<file path="src/ooo_macros.svh">
`ifndef OOO_MACROS_SVH
`define OOO_MACROS_SVH

////////////////////////////////////////////////////////////
// core sizing
////////////////////////////////////////////////////////////

// architectural registers
`define OOO_NUM_REGS 8

// rename tags, one rename buffer entry per tag
`define OOO_NUM_TAGS 8

// reservation station entries
`define OOO_RS_DEPTH 8

// reorder buffer entries, kept a power of two for pointer wrap
`define OOO_ROB_DEPTH 16

// register and result width
`define OOO_DATA_W 16

`endif

</file>
<file path="src/ooo_pkg.sv">
`include "ooo_macros.svh"

package ooo_pkg;

	// one register value
	typedef logic [`OOO_DATA_W-1:0] data_t;

	// architectural register number
	typedef logic [$clog2(`OOO_NUM_REGS)-1:0] reg_idx_t;

	// rename tag
	typedef logic [$clog2(`OOO_NUM_TAGS)-1:0] tag_t;

	// integer opcodes
	typedef enum logic [3:0]
	{
		op_add  = 4'd0,
		op_sub  = 4'd1,
		op_and  = 4'd2,
		op_or   = 4'd3,
		op_xor  = 4'd4,
		op_addi = 4'd5,
		op_li   = 4'd6
	} opcode_e;

endpackage

</file>
<file path="src/rename_unit.sv">
`timescale 1ns/100ps
`include "ooo_macros.svh"

module rename_unit
(
	input  logic              clk,
	input  logic              rst_n,
	input  logic              dispatch,
	input  ooo_pkg::opcode_e  op,
	input  ooo_pkg::reg_idx_t rs1,
	input  ooo_pkg::reg_idx_t rs2,
	input  ooo_pkg::reg_idx_t rd,
	output logic              src1_ready,
	output logic              src2_ready,
	output ooo_pkg::data_t    src1_val,
	output ooo_pkg::data_t    src2_val,
	output ooo_pkg::tag_t     src1_tag,
	output ooo_pkg::tag_t     src2_tag,
	output ooo_pkg::tag_t     dest_tag,
	output logic              tags_empty,
	input  logic              bc_valid,
	input  ooo_pkg::tag_t     bc_tag,
	input  ooo_pkg::data_t    bc_result,
	input  logic              commit,
	input  ooo_pkg::tag_t     commit_tag,
	input  ooo_pkg::reg_idx_t commit_rd,
	output ooo_pkg::data_t    commit_data
);
	import ooo_pkg::*;

	localparam int NUM_REGS = `OOO_NUM_REGS;
	localparam int NUM_TAGS = `OOO_NUM_TAGS;

	// architectural file and rename table
	data_t               arf_data [NUM_REGS];
	logic [NUM_REGS-1:0] renamed;
	tag_t                arf_tag [NUM_REGS];

	// rename buffer and free list
	data_t               rrf_data [NUM_TAGS];
	logic [NUM_TAGS-1:0] rrf_valid;
	logic [NUM_TAGS-1:0] tag_free;

	////////////////////////////////////////////////////////////
	// operand read
	////////////////////////////////////////////////////////////

	// arf, then rename buffer, then this cycle's broadcast, else wait
	function automatic void read_src(input reg_idx_t idx, output logic rdy,
		output data_t val, output tag_t tag);
		tag_t t;
		t   = arf_tag[idx];
		rdy = 1'b1;
		val = '0;
		tag = '0;
		if (!renamed[idx])
			val = arf_data[idx];
		else if (rrf_valid[t])
			val = rrf_data[t];
		else if (bc_valid && bc_tag == t)
			val = bc_result;
		else
		begin
			rdy = 1'b0;
			tag = t;
		end
	endfunction

	always_comb
	begin
		read_src(rs1, src1_ready, src1_val, src1_tag);
		read_src(rs2, src2_ready, src2_val, src2_tag);
		// li has no sources, addi only rs1
		if (op == op_li)
		begin
			src1_ready = 1'b1;
			src1_val   = '0;
			src1_tag   = '0;
		end
		if (op == op_li || op == op_addi)
		begin
			src2_ready = 1'b1;
			src2_val   = '0;
			src2_tag   = '0;
		end
	end

	// lowest free tag first
	always_comb
	begin
		dest_tag = '0;
		for (int i = NUM_TAGS - 1; i >= 0; i--)
		begin
			if (tag_free[i])
				dest_tag = tag_t'(i);
		end
	end

	assign tags_empty  = ~|tag_free;
	assign commit_data = rrf_data[commit_tag];

	////////////////////////////////////////////////////////////
	// table updates
	////////////////////////////////////////////////////////////

	always_ff @(posedge clk)
	begin
		if (!rst_n)
		begin
			for (int i = 0; i < NUM_REGS; i++)
				arf_data[i] <= data_t'(i);
			renamed   <= '0;
			rrf_valid <= '0;
			tag_free  <= '1;
		end
		else
		begin
			if (bc_valid)
				rrf_valid[bc_tag] <= 1'b1;
			// retire into the arf and release the tag
			if (commit)
			begin
				arf_data[commit_rd]   <= commit_data;
				rrf_valid[commit_tag] <= 1'b0;
				tag_free[commit_tag]  <= 1'b1;
				if (arf_tag[commit_rd] == commit_tag)
					renamed[commit_rd] <= 1'b0;
			end
			// newer mapping wins over an unrename of the same rd
			if (dispatch)
			begin
				renamed[rd]        <= 1'b1;
				tag_free[dest_tag] <= 1'b0;
			end
		end
	end

	always_ff @(posedge clk)
	begin
		if (bc_valid)
			rrf_data[bc_tag] <= bc_result;
		if (dispatch)
			arf_tag[rd] <= dest_tag;
	end

endmodule

</file>
<file path="src/reservation_station.sv">
`timescale 1ns/100ps
`include "ooo_macros.svh"

module reservation_station
(
	input  logic             clk,
	input  logic             rst_n,
	input  logic             dispatch,
	input  ooo_pkg::opcode_e op,
	input  ooo_pkg::data_t   imm,
	input  logic             src1_ready,
	input  ooo_pkg::data_t   src1_val,
	input  ooo_pkg::tag_t    src1_tag,
	input  logic             src2_ready,
	input  ooo_pkg::data_t   src2_val,
	input  ooo_pkg::tag_t    src2_tag,
	input  ooo_pkg::tag_t    dest_tag,
	output logic             full,
	input  logic             bc_valid,
	input  ooo_pkg::tag_t    bc_tag,
	input  ooo_pkg::data_t   bc_result,
	output logic             grant,
	output ooo_pkg::opcode_e grant_op,
	output ooo_pkg::data_t   grant_a,
	output ooo_pkg::data_t   grant_b,
	output ooo_pkg::data_t   grant_imm,
	output ooo_pkg::tag_t    grant_tag
);
	import ooo_pkg::*;

	localparam int DEPTH = `OOO_RS_DEPTH;
	localparam int IDX_W = $clog2(DEPTH);

	// entry control
	logic [DEPTH-1:0] busy;
	logic [DEPTH-1:0] rdy_a;
	logic [DEPTH-1:0] rdy_b;
	// number of younger entries still waiting, the oldest has the largest
	logic [IDX_W-1:0] age [DEPTH];

	// entry payload
	opcode_e ent_op [DEPTH];
	data_t   ent_a [DEPTH];
	data_t   ent_b [DEPTH];
	data_t   ent_imm [DEPTH];
	tag_t    ent_tag_a [DEPTH];
	tag_t    ent_tag_b [DEPTH];
	tag_t    ent_dest [DEPTH];

	logic [DEPTH-1:0] ready;
	logic [DEPTH-1:0] wake_a;
	logic [DEPTH-1:0] wake_b;
	logic [IDX_W-1:0] alloc_idx;
	logic [IDX_W-1:0] sel_idx;

	assign full  = &busy;
	assign ready = busy & rdy_a & rdy_b;

	// tag match against the broadcast
	always_comb
	begin
		for (int i = 0; i < DEPTH; i++)
		begin
			wake_a[i] = busy[i] && !rdy_a[i] && bc_valid && ent_tag_a[i] == bc_tag;
			wake_b[i] = busy[i] && !rdy_b[i] && bc_valid && ent_tag_b[i] == bc_tag;
		end
	end

	// lowest empty entry takes the new instruction
	always_comb
	begin
		alloc_idx = '0;
		for (int i = DEPTH - 1; i >= 0; i--)
		begin
			if (!busy[i])
				alloc_idx = IDX_W'(i);
		end
	end

	////////////////////////////////////////////////////////////
	// oldest-first select
	////////////////////////////////////////////////////////////

	always_comb
	begin
		grant   = 1'b0;
		sel_idx = '0;
		for (int i = 0; i < DEPTH; i++)
		begin
			if (ready[i] && (!grant || age[i] > age[sel_idx]))
			begin
				grant   = 1'b1;
				sel_idx = IDX_W'(i);
			end
		end
	end

	assign grant_op  = ent_op[sel_idx];
	assign grant_a   = ent_a[sel_idx];
	assign grant_b   = ent_b[sel_idx];
	assign grant_imm = ent_imm[sel_idx];
	assign grant_tag = ent_dest[sel_idx];

	////////////////////////////////////////////////////////////
	// entry state
	////////////////////////////////////////////////////////////

	always_ff @(posedge clk)
	begin
		if (!rst_n)
		begin
			busy  <= '0;
			rdy_a <= '0;
			rdy_b <= '0;
			for (int i = 0; i < DEPTH; i++)
				age[i] <= '0;
		end
		else
		begin
			for (int i = 0; i < DEPTH; i++)
			begin
				if (wake_a[i])
					rdy_a[i] <= 1'b1;
				if (wake_b[i])
					rdy_b[i] <= 1'b1;
				// one more younger on dispatch, one fewer when a younger leaves
				if (busy[i])
					age[i] <= age[i] + IDX_W'(dispatch)
						- IDX_W'(grant && age[i] > age[sel_idx]);
			end
			if (grant)
				busy[sel_idx] <= 1'b0;
			if (dispatch)
			begin
				busy[alloc_idx]  <= 1'b1;
				rdy_a[alloc_idx] <= src1_ready;
				rdy_b[alloc_idx] <= src2_ready;
				age[alloc_idx]   <= '0;
			end
		end
	end

	always_ff @(posedge clk)
	begin
		for (int i = 0; i < DEPTH; i++)
		begin
			if (wake_a[i])
				ent_a[i] <= bc_result;
			if (wake_b[i])
				ent_b[i] <= bc_result;
		end
		if (dispatch)
		begin
			ent_op[alloc_idx]    <= op;
			ent_a[alloc_idx]     <= src1_val;
			ent_b[alloc_idx]     <= src2_val;
			ent_tag_a[alloc_idx] <= src1_tag;
			ent_tag_b[alloc_idx] <= src2_tag;
			ent_imm[alloc_idx]   <= imm;
			ent_dest[alloc_idx]  <= dest_tag;
		end
	end

endmodule

</file>
<file path="src/exec_unit.sv">
`timescale 1ns/100ps

module exec_unit
(
	input  logic             clk,
	input  logic             rst_n,
	input  logic             grant,
	input  ooo_pkg::opcode_e grant_op,
	input  ooo_pkg::data_t   grant_a,
	input  ooo_pkg::data_t   grant_b,
	input  ooo_pkg::data_t   grant_imm,
	input  ooo_pkg::tag_t    grant_tag,
	output logic             bc_valid,
	output ooo_pkg::tag_t    bc_tag,
	output ooo_pkg::data_t   bc_result
);
	import ooo_pkg::*;

	data_t alu_result;

	// single ALU
	always_comb
	begin
		case (grant_op)
			op_add:  alu_result = grant_a + grant_b;
			op_sub:  alu_result = grant_a - grant_b;
			op_and:  alu_result = grant_a & grant_b;
			op_or:   alu_result = grant_a | grant_b;
			op_xor:  alu_result = grant_a ^ grant_b;
			op_addi: alu_result = grant_a + grant_imm;
			op_li:   alu_result = grant_imm;
			default: alu_result = '0;
		endcase
	end

	// broadcast one cycle after the grant
	always_ff @(posedge clk)
	begin
		if (!rst_n)
			bc_valid <= 1'b0;
		else
			bc_valid <= grant;
	end

	always_ff @(posedge clk)
	begin
		if (grant)
		begin
			bc_tag    <= grant_tag;
			bc_result <= alu_result;
		end
	end

endmodule

</file>
<file path="src/reorder_buffer.sv">
`timescale 1ns/100ps
`include "ooo_macros.svh"

module reorder_buffer
(
	input  logic              clk,
	input  logic              rst_n,
	input  logic              dispatch,
	input  ooo_pkg::tag_t     dest_tag,
	input  ooo_pkg::reg_idx_t rd,
	output logic              full,
	input  logic              bc_valid,
	input  ooo_pkg::tag_t     bc_tag,
	output logic              commit,
	output ooo_pkg::tag_t     commit_tag,
	output ooo_pkg::reg_idx_t commit_rd
);
	import ooo_pkg::*;

	localparam int DEPTH = `OOO_ROB_DEPTH;
	localparam int PTR_W = $clog2(DEPTH);

	logic [PTR_W-1:0] head;
	logic [PTR_W-1:0] tail;
	logic [DEPTH-1:0] busy;
	logic [DEPTH-1:0] finished;
	tag_t             ent_tag [DEPTH];
	reg_idx_t         ent_rd [DEPTH];

	// tail catching up with a busy head means no room
	assign full       = busy[tail];
	assign commit     = busy[head] & finished[head];
	assign commit_tag = ent_tag[head];
	assign commit_rd  = ent_rd[head];

	////////////////////////////////////////////////////////////
	// completion and retire
	////////////////////////////////////////////////////////////

	always_ff @(posedge clk)
	begin
		if (!rst_n)
		begin
			head     <= '0;
			tail     <= '0;
			busy     <= '0;
			finished <= '0;
		end
		else
		begin
			// tags are unique among busy entries
			for (int i = 0; i < DEPTH; i++)
			begin
				if (bc_valid && busy[i] && ent_tag[i] == bc_tag)
					finished[i] <= 1'b1;
			end
			if (commit)
			begin
				busy[head]     <= 1'b0;
				finished[head] <= 1'b0;
				head           <= head + 1'b1;
			end
			if (dispatch)
			begin
				busy[tail]     <= 1'b1;
				finished[tail] <= 1'b0;
				tail           <= tail + 1'b1;
			end
		end
	end

	always_ff @(posedge clk)
	begin
		if (dispatch)
		begin
			ent_tag[tail] <= dest_tag;
			ent_rd[tail]  <= rd;
		end
	end

endmodule

</file>
<file path="src/ooo_core.sv">
`timescale 1ns/100ps

module ooo_core
(
	input  logic              clk,
	input  logic              rst_n,
	input  logic              issue,
	input  ooo_pkg::opcode_e  op,
	input  ooo_pkg::reg_idx_t rs1,
	input  ooo_pkg::reg_idx_t rs2,
	input  ooo_pkg::reg_idx_t rd,
	input  ooo_pkg::data_t    imm,
	output logic              dispatch_stall,
	output logic              commit_valid,
	output ooo_pkg::reg_idx_t commit_rd,
	output ooo_pkg::data_t    commit_data
);
	import ooo_pkg::*;

	logic    dispatch;
	logic    tags_empty;
	logic    rs_full;
	logic    rob_full;

	// renamed operands
	logic    src1_ready;
	logic    src2_ready;
	data_t   src1_val;
	data_t   src2_val;
	tag_t    src1_tag;
	tag_t    src2_tag;
	tag_t    dest_tag;

	// issue to the ALU
	logic    grant;
	opcode_e grant_op;
	data_t   grant_a;
	data_t   grant_b;
	data_t   grant_imm;
	tag_t    grant_tag;

	// result bus
	logic    bc_valid;
	tag_t    bc_tag;
	data_t   bc_result;

	tag_t    commit_tag;

	assign dispatch_stall = tags_empty | rs_full | rob_full;
	assign dispatch       = issue & ~dispatch_stall;

	rename_unit u_rename
	(
		.clk         (clk),
		.rst_n       (rst_n),
		.dispatch    (dispatch),
		.op          (op),
		.rs1         (rs1),
		.rs2         (rs2),
		.rd          (rd),
		.src1_ready  (src1_ready),
		.src2_ready  (src2_ready),
		.src1_val    (src1_val),
		.src2_val    (src2_val),
		.src1_tag    (src1_tag),
		.src2_tag    (src2_tag),
		.dest_tag    (dest_tag),
		.tags_empty  (tags_empty),
		.bc_valid    (bc_valid),
		.bc_tag      (bc_tag),
		.bc_result   (bc_result),
		.commit      (commit_valid),
		.commit_tag  (commit_tag),
		.commit_rd   (commit_rd),
		.commit_data (commit_data)
	);

	reservation_station u_rs
	(
		.clk        (clk),
		.rst_n      (rst_n),
		.dispatch   (dispatch),
		.op         (op),
		.imm        (imm),
		.src1_ready (src1_ready),
		.src1_val   (src1_val),
		.src1_tag   (src1_tag),
		.src2_ready (src2_ready),
		.src2_val   (src2_val),
		.src2_tag   (src2_tag),
		.dest_tag   (dest_tag),
		.full       (rs_full),
		.bc_valid   (bc_valid),
		.bc_tag     (bc_tag),
		.bc_result  (bc_result),
		.grant      (grant),
		.grant_op   (grant_op),
		.grant_a    (grant_a),
		.grant_b    (grant_b),
		.grant_imm  (grant_imm),
		.grant_tag  (grant_tag)
	);

	exec_unit u_exec
	(
		.clk       (clk),
		.rst_n     (rst_n),
		.grant     (grant),
		.grant_op  (grant_op),
		.grant_a   (grant_a),
		.grant_b   (grant_b),
		.grant_imm (grant_imm),
		.grant_tag (grant_tag),
		.bc_valid  (bc_valid),
		.bc_tag    (bc_tag),
		.bc_result (bc_result)
	);

	reorder_buffer u_rob
	(
		.clk        (clk),
		.rst_n      (rst_n),
		.dispatch   (dispatch),
		.dest_tag   (dest_tag),
		.rd         (rd),
		.full       (rob_full),
		.bc_valid   (bc_valid),
		.bc_tag     (bc_tag),
		.commit     (commit_valid),
		.commit_tag (commit_tag),
		.commit_rd  (commit_rd)
	);

endmodule

</file>
<file path="config.mk">
export PLATFORM = sky130hd
export DESIGN_NAME = ooo_core
export DESIGN_NICKNAME = d
export VERILOG_FILES = /design/src/ooo_pkg.sv /design/src/rename_unit.sv /design/src/reservation_station.sv /design/src/exec_unit.sv /design/src/reorder_buffer.sv /design/src/ooo_core.sv
export VERILOG_INCLUDE_DIRS = /design/src /design/src/src
export SDC_FILE = /design/constraint.sdc
export NUM_CORES = 2
export LEC_CHECK = 0
export BUFFER_PORTS_ARGS = -buffer_cell sky130_fd_sc_hd__buf_4
export CAP_MARGIN = 20
export CORE_UTILIZATION = 35
export CTS_CLUSTER_SIZE = 30
export DETAILED_ROUTE_END_ITERATION = 16
export SYNTH_ARGS = -nofsm -noshare
export SYNTH_HDL_FRONTEND = slang
export SYNTH_HIERARCHICAL = 1
export SYNTH_SLANG_ARGS = --single-unit
</file>
<file path="constraint.sdc">
create_clock -name clk -period 33.6 [get_ports clk]
set_input_delay 6.72 -clock clk [delete_from_list [all_inputs] [get_ports clk]]
set_output_delay 6.72 -clock clk [all_outputs]
set_load 0.01 [all_outputs]
</file>
==> impl_metrics.json <==
{
  "port-buffer-count": 52,
  "fin_ws_ns": 15.39,
  "period_minus_slack_ns": 18.21,
  "finalMaxSlewViolations": 0,
  "hpwl_um": 97800,
  "power-per-cell-area_nw_per_um2": 50.7,
  "cp_slowest_cell": "or4_4",
  "grt_pass1_wl_um": 237000,
  "start_util_pct": 35.3,
  "synthCells": 4560,
  "cp-end-kind": "flip-flop",
  "cp_data_required_time_ns": 34.02,
  "hold_viol": 0,
  "hold_start": "u_rename/renamed[2]$_SDFF_PN0_",
  "p_leak_nw": 22.1,
  "maxCapViolCount": 0,
  "worstReg2RegStart": "u_rs/age[0][1]$_SDFFE_PP0P_",
  "synth-seq-area-share_pct": 54.5,
  "start_kind": "flip-flop",
  "grt_use_total_pct": 20.6,
  "cts_tree": "yes",
  "finalCritPeriodShare_pct": 54.2,
  "cp_common_cell": "ha_1",
  "peakVddDrop_mv": 0.0434,
  "yosysWarnings": 6,
  "synth-async-reset-ratio_pct": 0,
  "clock_latency_ns": 0.74,
  "synth_area_per_cell_um2": 11.6,
  "max_freq_ghz": 0.0549,
  "path_class": "flip-flop to flip-flop",
  "crit_fanout": 90,
  "drc_errors": 0,
  "num_vias": 37400,
  "wl_um": 161000,
  "drt-pass1-iter-count": 6,
  "arrival_ns": 18.63,
  "fin_tns_setup_ns": 0,
  "pin_count": 53,
  "slew-limit-headroom_pct": 19.0,
  "cts_setup_buffers": 0,
  "cts_made_buffers": 103,
  "max_slew.worst_pin.slew_ns": 1.21,
  "cpPeakStageDelay_ns": 0.63,
  "drive_above_1_share_pct": 12.7,
  "status": "completed",
  "grt_start_max_net_pins": 91,
  "final_area_um2": 58800,
  "antenna_found_initial": 1,
  "ys_types": 110,
  "ys.flop_type": "edfxtp_1",
  "r2r_slack_ns": 15.39,
  "cts-root-buf": "clkbuf_16",
  "min_path_type": "flip-flop to flip-flop",
  "die_w_um": 391,
  "gr-total-overflow": 0,
  "dieArea_um2": 153000,
  "setup_violations": 0,
  "fp.dieH_um": 391,
  "finalClockSkew_ns": 0.0392,
  "synth_area_um2": 52900,
  "antennaDiodeCount": 0,
  "ant_nets": 0,
  "wl_per_cell_um": 24.4,
  "core_area_um2": 150000,
  "post-place-ws_ns": 15.79,
  "clk_pin_slew_ns": 0.06,
  "grt_pass1_vias": 36400,
  "htree_levels": 3,
  "ys_ff_latch": 1000,
  "instances_no_fill": 6589,
  "drt-initial-drc-count": 3813,
  "whs_path_depth": 2,
  "nets": 4639,
  "nFillCells": 14300,
  "synth_edf_count": 883,
  "placed_cell_area_um2": 55400,
  "syn_nets": 4713,
  "cts_hold_buf": 0,
  "cts_buffer_depth": 3,
  "via_per_inst": 5.68,
  "fp-row-count": 142,
  "syn_to_final_growth_pct": 11.1,
  "rr_endpoint": "u_exec/bc_result[14]$_DFFE_PP_",
  "r2r_cells": 70,
  "holdPathEnd": "u_rename/renamed[2]$_SDFF_PN0_",
  "clock_sink_count": 1000,
  "rsz0062_at_grt": "false",
  "dpl.cell_count": 6395,
  "place_congestion": 0.923,
  "cts_resized": 0
}
## cells in the final DEF (no fill, tap or decap), types with 76 or more instances in the layout
| cell type | n |
|---|---|
| nor2_1 | 246 |
| nand2_1 | 991 |
| a21oi_1 | 100 |
| mux2i_1 | 332 |
| ha_1 | 112 |
| mux4_2 | 95 |
| clkbuf_16 | 104 |
| edfxtp_1 | 883 |
| o21ai_0 | 91 |
| nand3_1 | 76 |
| dfxtp_1 | 117 |
| buf_4 | 158 |
| inv_1 | 127 |
| xor2_1 | 89 |
## area by class of cell
type	instances	area (um^2)	share of cell area, %
multi-input combinational	3085	22300	38.0
timing repair buffer	161	1240	2.11
inverter	135	507	0.862
sequential	1000	28900	49.1
tap	2016	2520	4.29
clock inverter	55	524	0.892
clock buffer	137	2810	4.78
## sequential cells by signal (all words and copies together) (netlist names), 32 cells and up, named ones only
signal	cells
u_rob/ent_rd	48
u_rename/arf_data	128
u_rs/ent_imm	128
u_rob/ent_tag	48
u_rename/rrf_data	128
u_rs/ent_op	32
u_rs/ent_b	128
u_rs/ent_a	128
## cell usage after synthesis (51+ instances only)
library cell / instances / area [um^2]
a31oi_1: 51 / 319
o221ai_1: 62 / 543
nand2_1: 993 / 3730
dfxtp_1: 117 / 2340
a211oi_1: 62 / 465
nand3_1: 77 / 385
buf_1: 58 / 218
buf_2: 51 / 255
clkbuf_1: 181 / 679
mux4_2: 95 / 2140
mux2i_1: 334 / 3340
edfxtp_1: 883 / 26500
a21oi_1: 101 / 505
o21ai_0: 95 / 475
xor2_1: 89 / 780
mux2_2: 61 / 687
inv_1: 135 / 507
nor2_1: 254 / 953
ha_1: 112 / 1400
## cells by family (layout without fill, tap and decap cells)
logic type	Yosys count	count (layout)	share of synthesized area [%]
buffers and inverters	475	488	3.80
xor gates and xnor gates	136	136	2.29
muxes	516	516	12.9
and+or+nand+nor	1567	1567	12.7
AOI/OAI and AO/OA	745	745	10.8
adders and majority gates	121	121	2.99
DFF	1000	1000	54.5
## critical path, delay by kind of cell, from the launching register on
| kind | cells | cell delay [ns] |
|---|---|---|
| adder cells (fa/ha/maj) | 8 | 2.59 |
| AND/OR/NAND/NOR | 15 | 3.29 |
| flip-flops | 1 | 0.60 |
| AO/OA/AOI/OAI | 38 | 8.59 |
| XOR/XNOR | 1 | 0.17 |
| buffers and inverters | 4 | 1.37 |
| multiplexers | 4 | 1.12 |
## stage by stage
| step | total power, mW | hold slack (ns) | util, % |
|---|---|---|---|
| 6_report | 2.98 | 0.489 | 39.2 |
| 5_1_grt | 3.07 | 0.511 | 39.2 |
| 4_1_cts | 2.99 | 0.489 | 39.2 |
| 3_5_place_dp | 1.85 | 0.480 | 36.9 |
| 3_3_place_gp | 1.85 | 0.480 | 36.9 |
| 2_1_floorplan | 1.70 | 0.456 | - |
## power by group
part | total (mW) | internal, mW | switching [mW]
clock network | 1.15 | 0.648 | 0.500
logic | 0.430 | 0.144 | 0.286
registers | 1.40 | 1.39 | 0.0161
total | 2.98 | 2.18 | 0.802
## how the worst max path moves through the flow
stage	startpoint	to	slack (ns)	depth (start not counted)
after detailed placement	u_rs/age[0][1]$_SDFFE_PP0P_	u_exec/bc_result[14]$_DFFE_PP_	15.79	70
after CTS	u_rs/age[0][1]$_SDFFE_PP0P_	u_exec/bc_result[14]$_DFFE_PP_	15.68	70
after global placement	u_rs/age[0][1]$_SDFFE_PP0P_	u_exec/bc_result[15]$_DFFE_PP_	16.17	70
final	u_rs/age[0][1]$_SDFFE_PP0P_	u_exec/bc_result[14]$_DFFE_PP_	15.39	70
after floorplan	u_rs/age[0][1]$_SDFFE_PP0P_	u_exec/bc_result[14]$_DFFE_PP_	18.98	69
after global routing	u_rs/age[0][1]$_SDFFE_PP0P_	u_exec/bc_result[15]$_DFFE_PP_	14.04	74
## routing by layer
metal	GRT usage (%)	share of wire, %	up-vias
li1	-	-	16800
met1	27.7	42	18800
met2	34.1	48	1594
met3	2.48	7.2	278
met4	7.73	3.2	0
met5	0	0	-
(Power assumes the default switching activity.)
